[config.mk]
export PLATFORM = sky130hd
export DESIGN_NAME = mpmc_top
export DESIGN_NICKNAME = d
export VERILOG_FILES = /design/src/mpmc_pkg.sv /design/src/mpmc_port_arbiter.sv /design/src/mpmc_app_cmd_gen.sv /design/src/mpmc_fsm.sv /design/src/mpmc_data_path.sv /design/src/mpmc_top.sv
export VERILOG_INCLUDE_DIRS = /design/src
export SDC_FILE = /design/constraint.sdc
export NUM_CORES = 1
export LEC_CHECK = 0
export BUFFER_PORTS_ARGS = -buffer_cell sky130_fd_sc_hd__buf_2
export CAP_MARGIN = 40
export CELL_PAD_IN_SITES_DETAIL_PLACEMENT = 1
export CELL_PAD_IN_SITES_GLOBAL_PLACEMENT = 1
export CORE_AREA = 2 2 335 337
export DETAILED_ROUTE_END_ITERATION = 8
export DIE_AREA = 0 0 337 339
export GPL_TIMING_DRIVEN = 0
export PLACE_DENSITY = 0.48
export SYNTH_ARGS = -nofsm -noshare
export SYNTH_HDL_FRONTEND = slang
export SYNTH_HIERARCHICAL = 1
export SYNTH_SLANG_ARGS = --single-unit
[constraint.sdc]
create_clock -name clk -period 29.3 [get_ports clk]
set_input_delay 5.86 -clock clk [delete_from_list [all_inputs] [get_ports clk]]
set_output_delay 5.86 -clock clk [all_outputs]
set_load 0.02 [all_outputs]
[src/mpmc_macros.svh]
`ifndef MPMC_MACROS_SVH
`define MPMC_MACROS_SVH

// ==================================================
// Application interface widths
// ==================================================

// Native address width of the memory-interface core
`define MPMC_ADDR_W 28
// One full DDR3 burst word, always written without byte masks
`define MPMC_DATA_W 128
// Width of the app_cmd field
`define MPMC_CMD_W 3

// ==================================================
// Application command codes
// ==================================================
`define MPMC_CMD_WRITE 3'b000
`define MPMC_CMD_READ 3'b001

`endif

[src/mpmc_pkg.sv]
`include "mpmc_macros.svh"

package mpmc_pkg;

	// ==================================================
	// Vector types
	// ==================================================

	// Address as seen on app_addr
	typedef logic [`MPMC_ADDR_W-1:0] app_addr_t;

	// Data word on both the write FIFO and the read return
	typedef logic [`MPMC_DATA_W-1:0] app_data_t;

	// Command code driven on app_cmd
	typedef logic [`MPMC_CMD_W-1:0] app_cmd_t;

	// Index of a client port, only two ports exist
	typedef logic port_sel_t;

	// ==================================================
	// Request bundle
	// ==================================================

	// One client request, held stable by the client while req is high
	// The write flag sits on top so that a dump reads we, addr, wdata
	typedef struct packed {
		logic we;
		app_addr_t addr;
		app_data_t wdata;
	} port_req_t;

	// ==================================================
	// Controller state
	// ==================================================

	// Two preset states give the arbiter and the request register time
	// to settle before the command code is chosen
	typedef enum logic [2:0] {
		idle,
		preset1,
		preset2,
		write_data,
		issue_cmd,
		wait_rd,
		wait_nack
	} mpmc_state_t;

endpackage

[src/mpmc_port_arbiter.sv]
`timescale 1ns/1ps

module mpmc_port_arbiter (
	input logic clk,
	input logic rst,
	input logic [1:0] req,
	input mpmc_pkg::port_req_t req_data0,
	input mpmc_pkg::port_req_t req_data1,
	input logic take,
	output mpmc_pkg::port_sel_t grant,
	output mpmc_pkg::port_req_t gnt_req
);
	import mpmc_pkg::*;

	// Port that wins when both ports request in the same cycle
	port_sel_t prio;
	// Port chosen in the current cycle, only meaningful while take is high
	port_sel_t pick;

	// A lone request always wins
	// With both ports requesting, the tie goes to the priority port
	always_comb begin
		case (req)
			2'b01: pick = 1'b0;
			2'b10: pick = 1'b1;
			2'b11: pick = prio;
			default: pick = grant;
		endcase
	end

	// Grant and priority are control state and start from port 0
	always_ff @(posedge clk) begin
		if (rst) begin
			grant <= 1'b0;
			prio <= 1'b0;
		end else if (take) begin
			grant <= pick;
			// The port just served drops to the back of the line
			prio <= ~pick;
		end
	end

	// The chosen request is a payload copy held until the next take
	always_ff @(posedge clk) begin
		if (take) begin
			gnt_req <= pick ? req_data1 : req_data0;
		end
	end

endmodule

[src/mpmc_app_cmd_gen.sv]
`timescale 1ns/1ps
`include "mpmc_macros.svh"

module mpmc_app_cmd_gen (
	input logic clk,
	input logic rst,
	input mpmc_pkg::mpmc_state_t state,
	input logic wr,
	output mpmc_pkg::app_cmd_t cmd
);
	import mpmc_pkg::*;

	// The core expects write as the resting command code
	// Read is only selected once the request type is known in preset2
	// Every state that changes the code has app_en low, so the code
	// is stable for the whole time a command is offered to the core
	always_ff @(posedge clk) begin
		if (rst) begin
			cmd <= `MPMC_CMD_WRITE;
		end else begin
			case (state)
				idle: cmd <= `MPMC_CMD_WRITE;
				preset2: begin
					if (wr) begin
						cmd <= `MPMC_CMD_WRITE;
					end else begin
						cmd <= `MPMC_CMD_READ;
					end
				end
				// Back to the default once the command has completed
				wait_nack: cmd <= `MPMC_CMD_WRITE;
				default: cmd <= cmd;
			endcase
		end
	end

endmodule

[src/mpmc_fsm.sv]
`timescale 1ns/1ps

module mpmc_fsm (
	input logic clk,
	input logic rst,
	input logic [1:0] req,
	input mpmc_pkg::port_sel_t grant,
	input logic wr,
	input logic app_rdy,
	input logic app_wdf_rdy,
	input logic app_rd_data_valid,
	output mpmc_pkg::mpmc_state_t state,
	output logic take,
	output logic latch,
	output logic done,
	output logic rd_capture,
	output logic app_en,
	output logic app_wdf_wren,
	output logic app_wdf_end
);
	import mpmc_pkg::*;

	mpmc_state_t state_nxt;

	// ==================================================
	// Next state
	// ==================================================

	// Every wait state loops on itself, so back-pressure simply freezes
	// the machine and the registered strobes stay where they are
	always_comb begin
		state_nxt = state;
		case (state)
			idle: begin
				if (|req) begin
					state_nxt = preset1;
				end
			end
			// Arbiter result becomes valid here
			preset1: state_nxt = preset2;
			// Request register is loaded, wr is now valid
			preset2: begin
				if (wr) begin
					state_nxt = write_data;
				end else begin
					state_nxt = issue_cmd;
				end
			end
			// Write data goes into the FIFO ahead of the command
			write_data: begin
				if (app_wdf_rdy) begin
					state_nxt = issue_cmd;
				end
			end
			issue_cmd: begin
				if (app_rdy) begin
					state_nxt = wr ? wait_nack : wait_rd;
				end
			end
			wait_rd: begin
				if (app_rd_data_valid) begin
					state_nxt = wait_nack;
				end
			end
			// Wait for the served client to drop its request
			wait_nack: begin
				if (!req[grant]) begin
					state_nxt = idle;
				end
			end
			default: state_nxt = idle;
		endcase
	end

	// ==================================================
	// Pulses to the arbiter and data path
	// ==================================================
	assign take = (state == idle) && (|req);
	assign latch = (state == preset1);
	assign rd_capture = (state == wait_rd) && app_rd_data_valid;

	// Raised on the edge into wait_nack, so the registered ack lands in
	// the first wait_nack cycle together with the captured read word
	assign done = ((state == issue_cmd) && app_rdy && wr) || rd_capture;

	// ==================================================
	// State and memory-side strobes
	// ==================================================

	// Strobes are decoded from the next state and registered so they
	// come straight out of flops and sit low after reset
	always_ff @(posedge clk) begin
		if (rst) begin
			state <= idle;
			app_en <= 1'b0;
			app_wdf_wren <= 1'b0;
		end else begin
			state <= state_nxt;
			app_en <= (state_nxt == issue_cmd);
			app_wdf_wren <= (state_nxt == write_data);
		end
	end

	// Single-beat writes, every beat is also the last of its burst
	assign app_wdf_end = app_wdf_wren;

endmodule

[src/mpmc_data_path.sv]
`timescale 1ns/1ps

module mpmc_data_path (
	input logic clk,
	input logic rst,
	input logic latch,
	input logic rd_capture,
	input logic done,
	input mpmc_pkg::port_sel_t grant,
	input mpmc_pkg::port_req_t gnt_req,
	input mpmc_pkg::app_data_t app_rd_data,
	output mpmc_pkg::app_addr_t app_addr,
	output mpmc_pkg::app_data_t app_wdf_data,
	output logic wr,
	output logic [1:0] ack,
	output mpmc_pkg::app_data_t rdata0,
	output mpmc_pkg::app_data_t rdata1
);
	import mpmc_pkg::*;

	// Working copy of the request being served
	port_req_t cur_req;

	// ==================================================
	// Request register
	// ==================================================

	// Loaded once per transaction in preset1
	// The client fields need not stay stable after this point
	always_ff @(posedge clk) begin
		if (latch) begin
			cur_req <= gnt_req;
		end
	end

	assign wr = cur_req.we;
	assign app_addr = cur_req.addr;
	assign app_wdf_data = cur_req.wdata;

	// ==================================================
	// Read return
	// ==================================================

	// Each port keeps its last read word until its next read
	always_ff @(posedge clk) begin
		if (rd_capture && (grant == 1'b0)) begin
			rdata0 <= app_rd_data;
		end
		if (rd_capture && (grant == 1'b1)) begin
			rdata1 <= app_rd_data;
		end
	end

	// ==================================================
	// Acknowledge steering
	// ==================================================

	// One-cycle pulse on the port that owns the current transaction
	// The grant is held by the arbiter until the next take, which cannot
	// happen before the machine has passed through wait_nack
	always_ff @(posedge clk) begin
		if (rst) begin
			ack <= 2'b00;
		end else if (done) begin
			ack <= grant ? 2'b10 : 2'b01;
		end else begin
			ack <= 2'b00;
		end
	end

endmodule

[src/mpmc_top.sv]
`timescale 1ns/1ps

module mpmc_top (
	input logic clk,
	input logic rst,
	// Client ports
	input logic [1:0] req,
	input mpmc_pkg::port_req_t req_data0,
	input mpmc_pkg::port_req_t req_data1,
	output logic [1:0] ack,
	output mpmc_pkg::app_data_t rdata0,
	output mpmc_pkg::app_data_t rdata1,
	// Command channel of the memory-interface core
	output logic app_en,
	output mpmc_pkg::app_cmd_t app_cmd,
	output mpmc_pkg::app_addr_t app_addr,
	input logic app_rdy,
	// Write-data FIFO
	output logic app_wdf_wren,
	output logic app_wdf_end,
	output mpmc_pkg::app_data_t app_wdf_data,
	input logic app_wdf_rdy,
	// Read return
	input mpmc_pkg::app_data_t app_rd_data,
	input logic app_rd_data_valid
);
	import mpmc_pkg::*;

	// Arbiter result, held for the whole transaction
	port_sel_t grant;
	port_req_t gnt_req;

	mpmc_state_t state;
	logic take;
	logic latch;
	logic done;
	logic rd_capture;
	// Request type from the data path's request register
	logic wr;

	mpmc_port_arbiter i_arbiter (
		.clk(clk),
		.rst(rst),
		.req(req),
		.req_data0(req_data0),
		.req_data1(req_data1),
		.take(take),
		.grant(grant),
		.gnt_req(gnt_req)
	);

	mpmc_fsm i_fsm (
		.clk(clk),
		.rst(rst),
		.req(req),
		.grant(grant),
		.wr(wr),
		.app_rdy(app_rdy),
		.app_wdf_rdy(app_wdf_rdy),
		.app_rd_data_valid(app_rd_data_valid),
		.state(state),
		.take(take),
		.latch(latch),
		.done(done),
		.rd_capture(rd_capture),
		.app_en(app_en),
		.app_wdf_wren(app_wdf_wren),
		.app_wdf_end(app_wdf_end)
	);

	mpmc_app_cmd_gen i_cmd_gen (
		.clk(clk),
		.rst(rst),
		.state(state),
		.wr(wr),
		.cmd(app_cmd)
	);

	mpmc_data_path i_data_path (
		.clk(clk),
		.rst(rst),
		.latch(latch),
		.rd_capture(rd_capture),
		.done(done),
		.grant(grant),
		.gnt_req(gnt_req),
		.app_rd_data(app_rd_data),
		.app_addr(app_addr),
		.app_wdf_data(app_wdf_data),
		.wr(wr),
		.ack(ack),
		.rdata0(rdata0),
		.rdata1(rdata1)
	);

endmodule

==> impl_results.md, run 1 <==
* Max Cap Viol at 0
* Ys Warns at 6
* PwrDens at roughly 79 nW/um^2
* Critical path's slowest cell: nor2b_4
* Vias in the first global route at 13100
* CP startpoint kind: input port
* Yosys reg bits at 580
* Pre-CTS setup slack at ~21 ns
* Synthesis-to-layout area growth at 44.1%
* Routed WL per cell at around 23 um
* WL final at 75900 um
* Leak at 11.4 nW
* CTS Buffer Depth at 3
* Die Span Y at 339 um
* Synthesized area at 20200 um^2
* Int Pwr at 1.69 mW
* Starting DRT DRC Count at 483
* Tightest Hold Check Type: reg -> reg
* Worst Path Buf+Inv at 4
* EDFF count, synth at between 500 and 600
* Most common flop cell mapped by yosys: edfxtp_1
* Post CTS Setup Buffer Count at 0
* Flop pwr share at a little under half
* Worst path top cell family by delay: simple AND/OR/NAND/NOR gates
* Resized cells post-CTS at 0
* Number of clock sinks at 580
* Peak VDD IR at 0.0462 mV
* Die width at around 340 um
* Nets at about 2200
* CTS tree: yes
* Async set or reset register ratio after synthesis at 0%
* Status: complete, no violations
* Max Fclk at 136 MHz
* Synth Instances at roughly 800
* CTS root buf: clkbuf_16
* Initial Util at 18.3%
* CTS Buf Count at 71
* Max_slew headroom at 47.9%
* Clock Power Share at ~38%
* Net load switching power at 0.589 mW
* Logic pwr share at 14.1%
* Core area at 110000 um^2
* Gp weighted congestion at 0.834
* Mean post-synth cell area at 24.8 um^2
* Clock Pin Slew Worst Setup and Hold Paths at 0.05 ns
* WP data arrival at 7.67 ns
* Worst slew pin tran at 0.779 ns
* Routed Antenna Nets at 0
* Fill count at around 12000
* CP peak stage delay at just under 0.7 ns
* Share of cells above drive strength 1 at about 63%
* Most common cell after layout, fill and taps aside: buf_2
* Final setup fails at 0
* Skew final at 0.0215 ns
* Clock Latency Late Sink at about 0.63 ns
* DP HPWL at slightly above 60000 um
* Slew Limit Fails at 0
* Most frequent cells in the layout: buf_2 (866), edfxtp_1 (570), mux2_4 (100), clkbuf_16 (73), mux2_1 (30)
* CP cell instances: buf_2 -> nand2_1 -> nor2_1 -> nor2b_4 -> buf_12 -> buf_12 -> buf_12
* First-pass GRT wire length at 101000 um
* H-tree depth at 3
* Port Buffer Count at 866
* Setup TNS at 0 ns
* DIE AREA at 114000 um^2
* Minimum clock period at ~7.4 ns
* Final WS setup at 21.94 ns
* Most used cell, CP: buf_12
* Largest net degree at the start of global routing at 86
* Vias per inst at approximately 3.6
* Critical path required time at 29.61 ns
* R2r setup slk at 26.70 ns
* Switching Share at 25.8%
* Top-Level Pins at 869
* Final Hold Fails at 0
* Post-CTS Hold Fix Bufs at 0
* Netlist cell types at 39
* Row count at 122
* CP Class: in -> reg
* Multi-input logic area at 2520 um^2
* Drt drc at 0
* Sequential Area at ~17000 um^2
* Sequential element share of the synthesized area at 85.9%
* GRT Resource Usage Total at 12.8%
* Total gr overflow at 0
* Vias at 11900
* First drt pass iteration count at 4
* Initial antenna violation count at 44
* RSZ-0062 raised after global routing: false
* Final Cycle Share at 25.1%
* Worst Setup End Kind: flop
* CP max FO at 31
==> metal layers <==
layer / GRT usage [%] / part of all wire, % / vias to the layer above
met5: 0 / 0.24 / -
met4: 5.28 / 3.7 / 26
met3: 6.40 / 12 / 138
met2: 22.3 / 50 / 668
met1: 12.8 / 34 / 5836
li1: - / - / 5237
==> sequential cells by signal, indices dropped and copies added (netlist names), named ones only <==
signal and cells:
i_arbiter/prio 1, i_fsm/state 3, i_fsm/app_wdf_end 1, i_data_path/ack 2
i_cmd_gen/cmd 1, i_data_path/app_wdf_data 128, i_data_path/rdata0 128, i_data_path/wr 1
i_data_path/app_addr 28, i_data_path/rdata1 128, i_fsm/app_en 1, i_arbiter/gnt_req 157
==> worst reg2reg max path, stage by stage, from the launching register on <==
cell and delay [ns]:
dfxtp_1 0.51, nand2b_1 0.12, nor2_1 0.16, nor2b_4 0.68, buf_12 0.31, buf_12 0.25
buf_12 0.24
==> cell usage after synthesis, types with 2 or more instances <==
library cell / instances / area share (%)
mux2_2: 27 / 1.5
nor2b_1: 7 / 0.22
nor2_1: 4 / 0.074
mux2_1: 30 / 1.7
o21ai_0: 3 / 0.074
buf_4: 5 / 0.19
edfxtp_1: 570 / 85
inv_1: 4 / 0.074
a31oi_1: 3 / 0.093
a21oi_1: 3 / 0.074
nand2_1: 6 / 0.11
nor3b_1: 2 / 0.074
buf_6: 5 / 0.28
mux2_4: 100 / 7.5
and4b_1: 2 / 0.099
buf_12: 11 / 1.1
dfxtp_1: 10 / 0.99
==> power groups by stage <==
| stage | clock, mW | combinational, mW | sequential (mW) |
|---|---|---|---|
| detailed placement | 0 | 0.331 | 1.11 |
| global route | 0.929 | 0.347 | 1.10 |
| CTS | 0.901 | 0.332 | 1.10 |
| floorplan | 0 | 0.105 | 1.19 |
| finish | 0.867 | 0.321 | 1.09 |
| global placement | 0 | 0.311 | 1.16 |
==> final cells by class <==
cell class | count | area share [%]
well taps | 1488 | 6.41
diodes | 19 | 0.164
clock buffers | 88 | 6.59
inverters | 4 | 0.0775
flip-flops and latches | 580 | 59.6
plain buffers | 21 | 1.08
multi-input cells | 210 | 8.69
clock inverters | 36 | 1.26
repair buffers | 892 | 16.1
==> path summary, 6_finish.rpt <==
path	from	end	cells past startpoint
setup / recovery	app_rd_data_valid	i_data_path/rdata0[58]$_DFFE_PP_	7
hold / removal	i_arbiter/gnt_req[129]$_DFFE_PP_	i_data_path/app_addr[1]$_DFFE_PP_	0
setup reg to reg	i_fsm/state[2]$_SDFF_PP0_	i_data_path/rdata0[58]$_DFFE_PP_	6
hold reg to reg	i_arbiter/gnt_req[129]$_DFFE_PP_	i_data_path/app_addr[1]$_DFFE_PP_	0
==> kinds of logic (layout without fill, tap and decap cells) <==
group | after synthesis | count (layout) | share of synthesized area [%]
AND/OR/NAND/NOR | 32 | 32 | 1.04
other | 1 | 21 | 0.0186
multiplexers | 158 | 158 | 10.7
buffers and inverters | 25 | 1041 | 1.63
flip-flops | 580 | 580 | 85.9
AO/OA/AOI/OAI | 18 | 18 | 0.695
==> through the flow <==
| step | total power [mW] | cell area [um^2] | hold slack [ns] | cells | util, % |
|---|---|---|---|---|---|
| 3_5_place_dp | 1.44 | 26700 | 0.405 | 3195 | 24.2 |
| 5_1_grt | 2.38 | 29000 | 0.409 | 3328 | 26.3 |
| 3_3_place_gp | 1.47 | 26400 | 0.401 | 3169 | 23.9 |
| 4_1_cts | 2.33 | 29000 | 0.408 | 3319 | 26.3 |
| 6_report | 2.28 | 29000 | 0.406 | 3338 | 26.3 |
| 2_1_floorplan | 1.29 | 20200 | 0.400 | 815 | - |
Power figures use the tool's default switching activity.
==> run 2: changes to the inputs <==
--- a/config.mk
+++ b/config.mk
@@ -10,11 +10,11 @@
 export CAP_MARGIN = 40
 export CELL_PAD_IN_SITES_DETAIL_PLACEMENT = 1
 export CELL_PAD_IN_SITES_GLOBAL_PLACEMENT = 1
-export CORE_AREA = 2 2 335 337
+export CORE_AREA = 2 2 336 338
 export DETAILED_ROUTE_END_ITERATION = 8
-export DIE_AREA = 0 0 337 339
+export DIE_AREA = 0 0 338 340
 export GPL_TIMING_DRIVEN = 0
-export PLACE_DENSITY = 0.48
+export PLACE_DENSITY = 0.49
 export SYNTH_ARGS = -nofsm -noshare
 export SYNTH_HDL_FRONTEND = slang
 export SYNTH_HIERARCHICAL = 1
==> constraint.sdc (replaced) <==
create_clock -name clk -period 6.7 [get_ports clk]
set_input_delay 1.34 -clock clk [delete_from_list [all_inputs] [get_ports clk]]
set_output_delay 1.34 -clock clk [all_outputs]
set_load 0.02 [all_outputs]
==> impl_results.md, run 2 (synthesized netlist as in run 1, its figures left out) <==
* Max Cap Viol at 0
* Final Cycle Share at 41.7%
* Fill count at roughly 12000
* Most frequent cells in the layout: buf_2 (866), edfxtp_1 (570), mux2_4 (100), clkbuf_16 (69), mux2_1 (30)
* Final setup fails at 0
* Worst slew pin tran at ~0.82 ns
* Skew final at 0.0278 ns
* Most flops, register: i_arbiter/gnt_req
* Hold Crit Start: i_arbiter/gnt_req[143]$_DFFE_PP_
* Vias per inst at 3.57
* FF-to-FF Start: i_fsm/state[2]$_SDFF_PP0_
* Final Hold Fails at 0
* Top-Level Pins at a little under 900
* Post CTS Setup Buffer Count at 0
* Die width at 338 um
* Routed WL per cell at 23.6 um
* Number of clock sinks at a little under 600
* Row count at 123
* CP Class: in -> reg
* Total gr overflow at 0
* Starting DRT DRC Count at 538
* Net load switching power at 2.67 mW
* First drt pass iteration count at 4
* Leak at 11.3 nW
* Share of cells above drive strength 1 at 62.6%
* Minimum clock period at 2.80 ns
* Flop pwr share at 48.7%
* Top Layer Used: met5
* Peak VDD IR at 0.159 mV
* CP max FO at 110
* Resized cells post-CTS at 0
* CTS tree: yes
* Int Pwr at 7.14 mW
* CTS Buf Count at 69
* R2r setup slk at 4.10 ns
* Clock Pin Slew Worst Setup and Hold Paths at 0.06 ns
* Setup TNS at 0 ns
* Slew Limit Fails at 0
* WL met3 at 9100 um
* Gp weighted congestion at 0.793
* Start point of the critical path: req[0]
* Core area at ~110000 um^2
* Initial antenna violation count at 50
* Logic pwr share at about 14%
* Clock Latency Late Sink at 0.64 ns
* R2R depth at 7
* WL final at between 70000 and 80000 um
* Nets at 2219
* DP HPWL at 62900 um
* Most common cell after layout, fill and taps aside: buf_2
* Post-CTS Hold Fix Bufs at 0
* Initial Util at 18.1%
* First-pass GRT wire length at roughly 100000 um
* CTS Buffer Depth at 3
* Met1 wire length at 28900 um
* DIE AREA at 115000 um^2
* CTS root buf: clkbuf_16
* RSZ-0062 raised after global routing: false
* GRT Resource Usage Total at 13.2%
* PwrDens at between 300 and 400 nW/um^2
* Max Fclk at between 300 and 400 MHz
* Detail Route met2 WL at 38500 um
* WP data arrival at 3.04 ns
* Max reg flops at ~160
* Worst Setup End Kind: flop
* Drt drc at 0
* Die Span Y at about 340 um
* Tightest Hold Check Type: reg -> reg
* Max_slew headroom at a little under half
* Port Buffer Count at 866
* Clock Power Share at 36.8%
* Synthesis-to-layout area growth at 43.5%
* Switching Share at a little over a quarter
* Critical path required time at between 6 and 7 ns
* Vias at 11900
* Routed Antenna Nets at 0
* H-tree depth at 3
* Status: complete, no violations
* CP startpoint kind: input port
* Largest net degree at the start of global routing at 111
* Vias in the first global route at 12800
* Final hold slack at between 0.4 and 0.5 ns
* Worst Hold Path Cells at 0
==> run 2: final timing paths <==
path / to
worst max-delay path: i_arbiter/gnt_req[96]$_DFFE_PP_
worst min-delay path: i_data_path/app_addr[15]$_DFFE_PP_
worst max register to register: i_data_path/rdata0[8]$_DFFE_PP_
worst min register to register: i_data_path/app_addr[15]$_DFFE_PP_
==> run 2: area by class of cell <==
| cell class | instances | area, um^2 | share of cell area, % |
|---|---|---|---|
| tap | 1500 | 1880 | 6.49 |
| multi-input combinational | 210 | 2530 | 8.75 |
| clock inverter | 37 | 355 | 1.23 |
| buffer | 21 | 314 | 1.09 |
| inverter | 4 | 22.5 | 0.0779 |
| timing repair buffer | 884 | 4670 | 16.2 |
| antenna | 7 | 17.5 | 0.0606 |
| sequential | 580 | 17300 | 59.9 |
| clock buffer | 89 | 1810 | 6.26 |
==> run 2: through the flow <==
| step | setup WS (ns) | utilization, % | instances | area [um^2] | total power [mW] |
|---|---|---|---|---|---|
| 2_1_floorplan | 1.09 | - | 815 | 20200 | 5.60 |
| 3_3_place_gp | -1.76 | 23.6 | 3181 | 26400 | 6.34 |
| 3_5_place_dp | 3.23 | 24.0 | 3199 | 26700 | 6.33 |
| 4_1_cts | 3.93 | 25.9 | 3325 | 28900 | 10.0 |
| 5_1_grt | 3.75 | 25.9 | 3328 | 28900 | 10.2 |
| 6_report | 3.90 | 25.9 | 3332 | 28900 | 9.81 |
==> run 2: power groups by stage <==
stage | combinational, mW | sequential [mW] | clock (mW)
after global placement | 1.37 | 4.96 | 0
after detailed placement | 1.47 | 4.86 | 0
after global routing | 1.54 | 4.83 | 3.88
after floorplan | 0.463 | 5.14 | 0
final | 1.42 | 4.78 | 3.61
after CTS | 1.48 | 4.79 | 3.77
==> run 2: routing by layer <==
metal / GRT usage [%] / vias up
met1: 14.3 / 5862
met2: 22.7 / 650
li1: - / 5191
met5: 0 / -
met3: 6.17 / 150
met4: 3.81 / 36
==> run 2: worst max-delay path, stage by stage <==
cell and delay, ns:
buf_2 0.16, nor2_1 0.07, or4_4 0.49, inv_8 0.29, buf_16 0.37
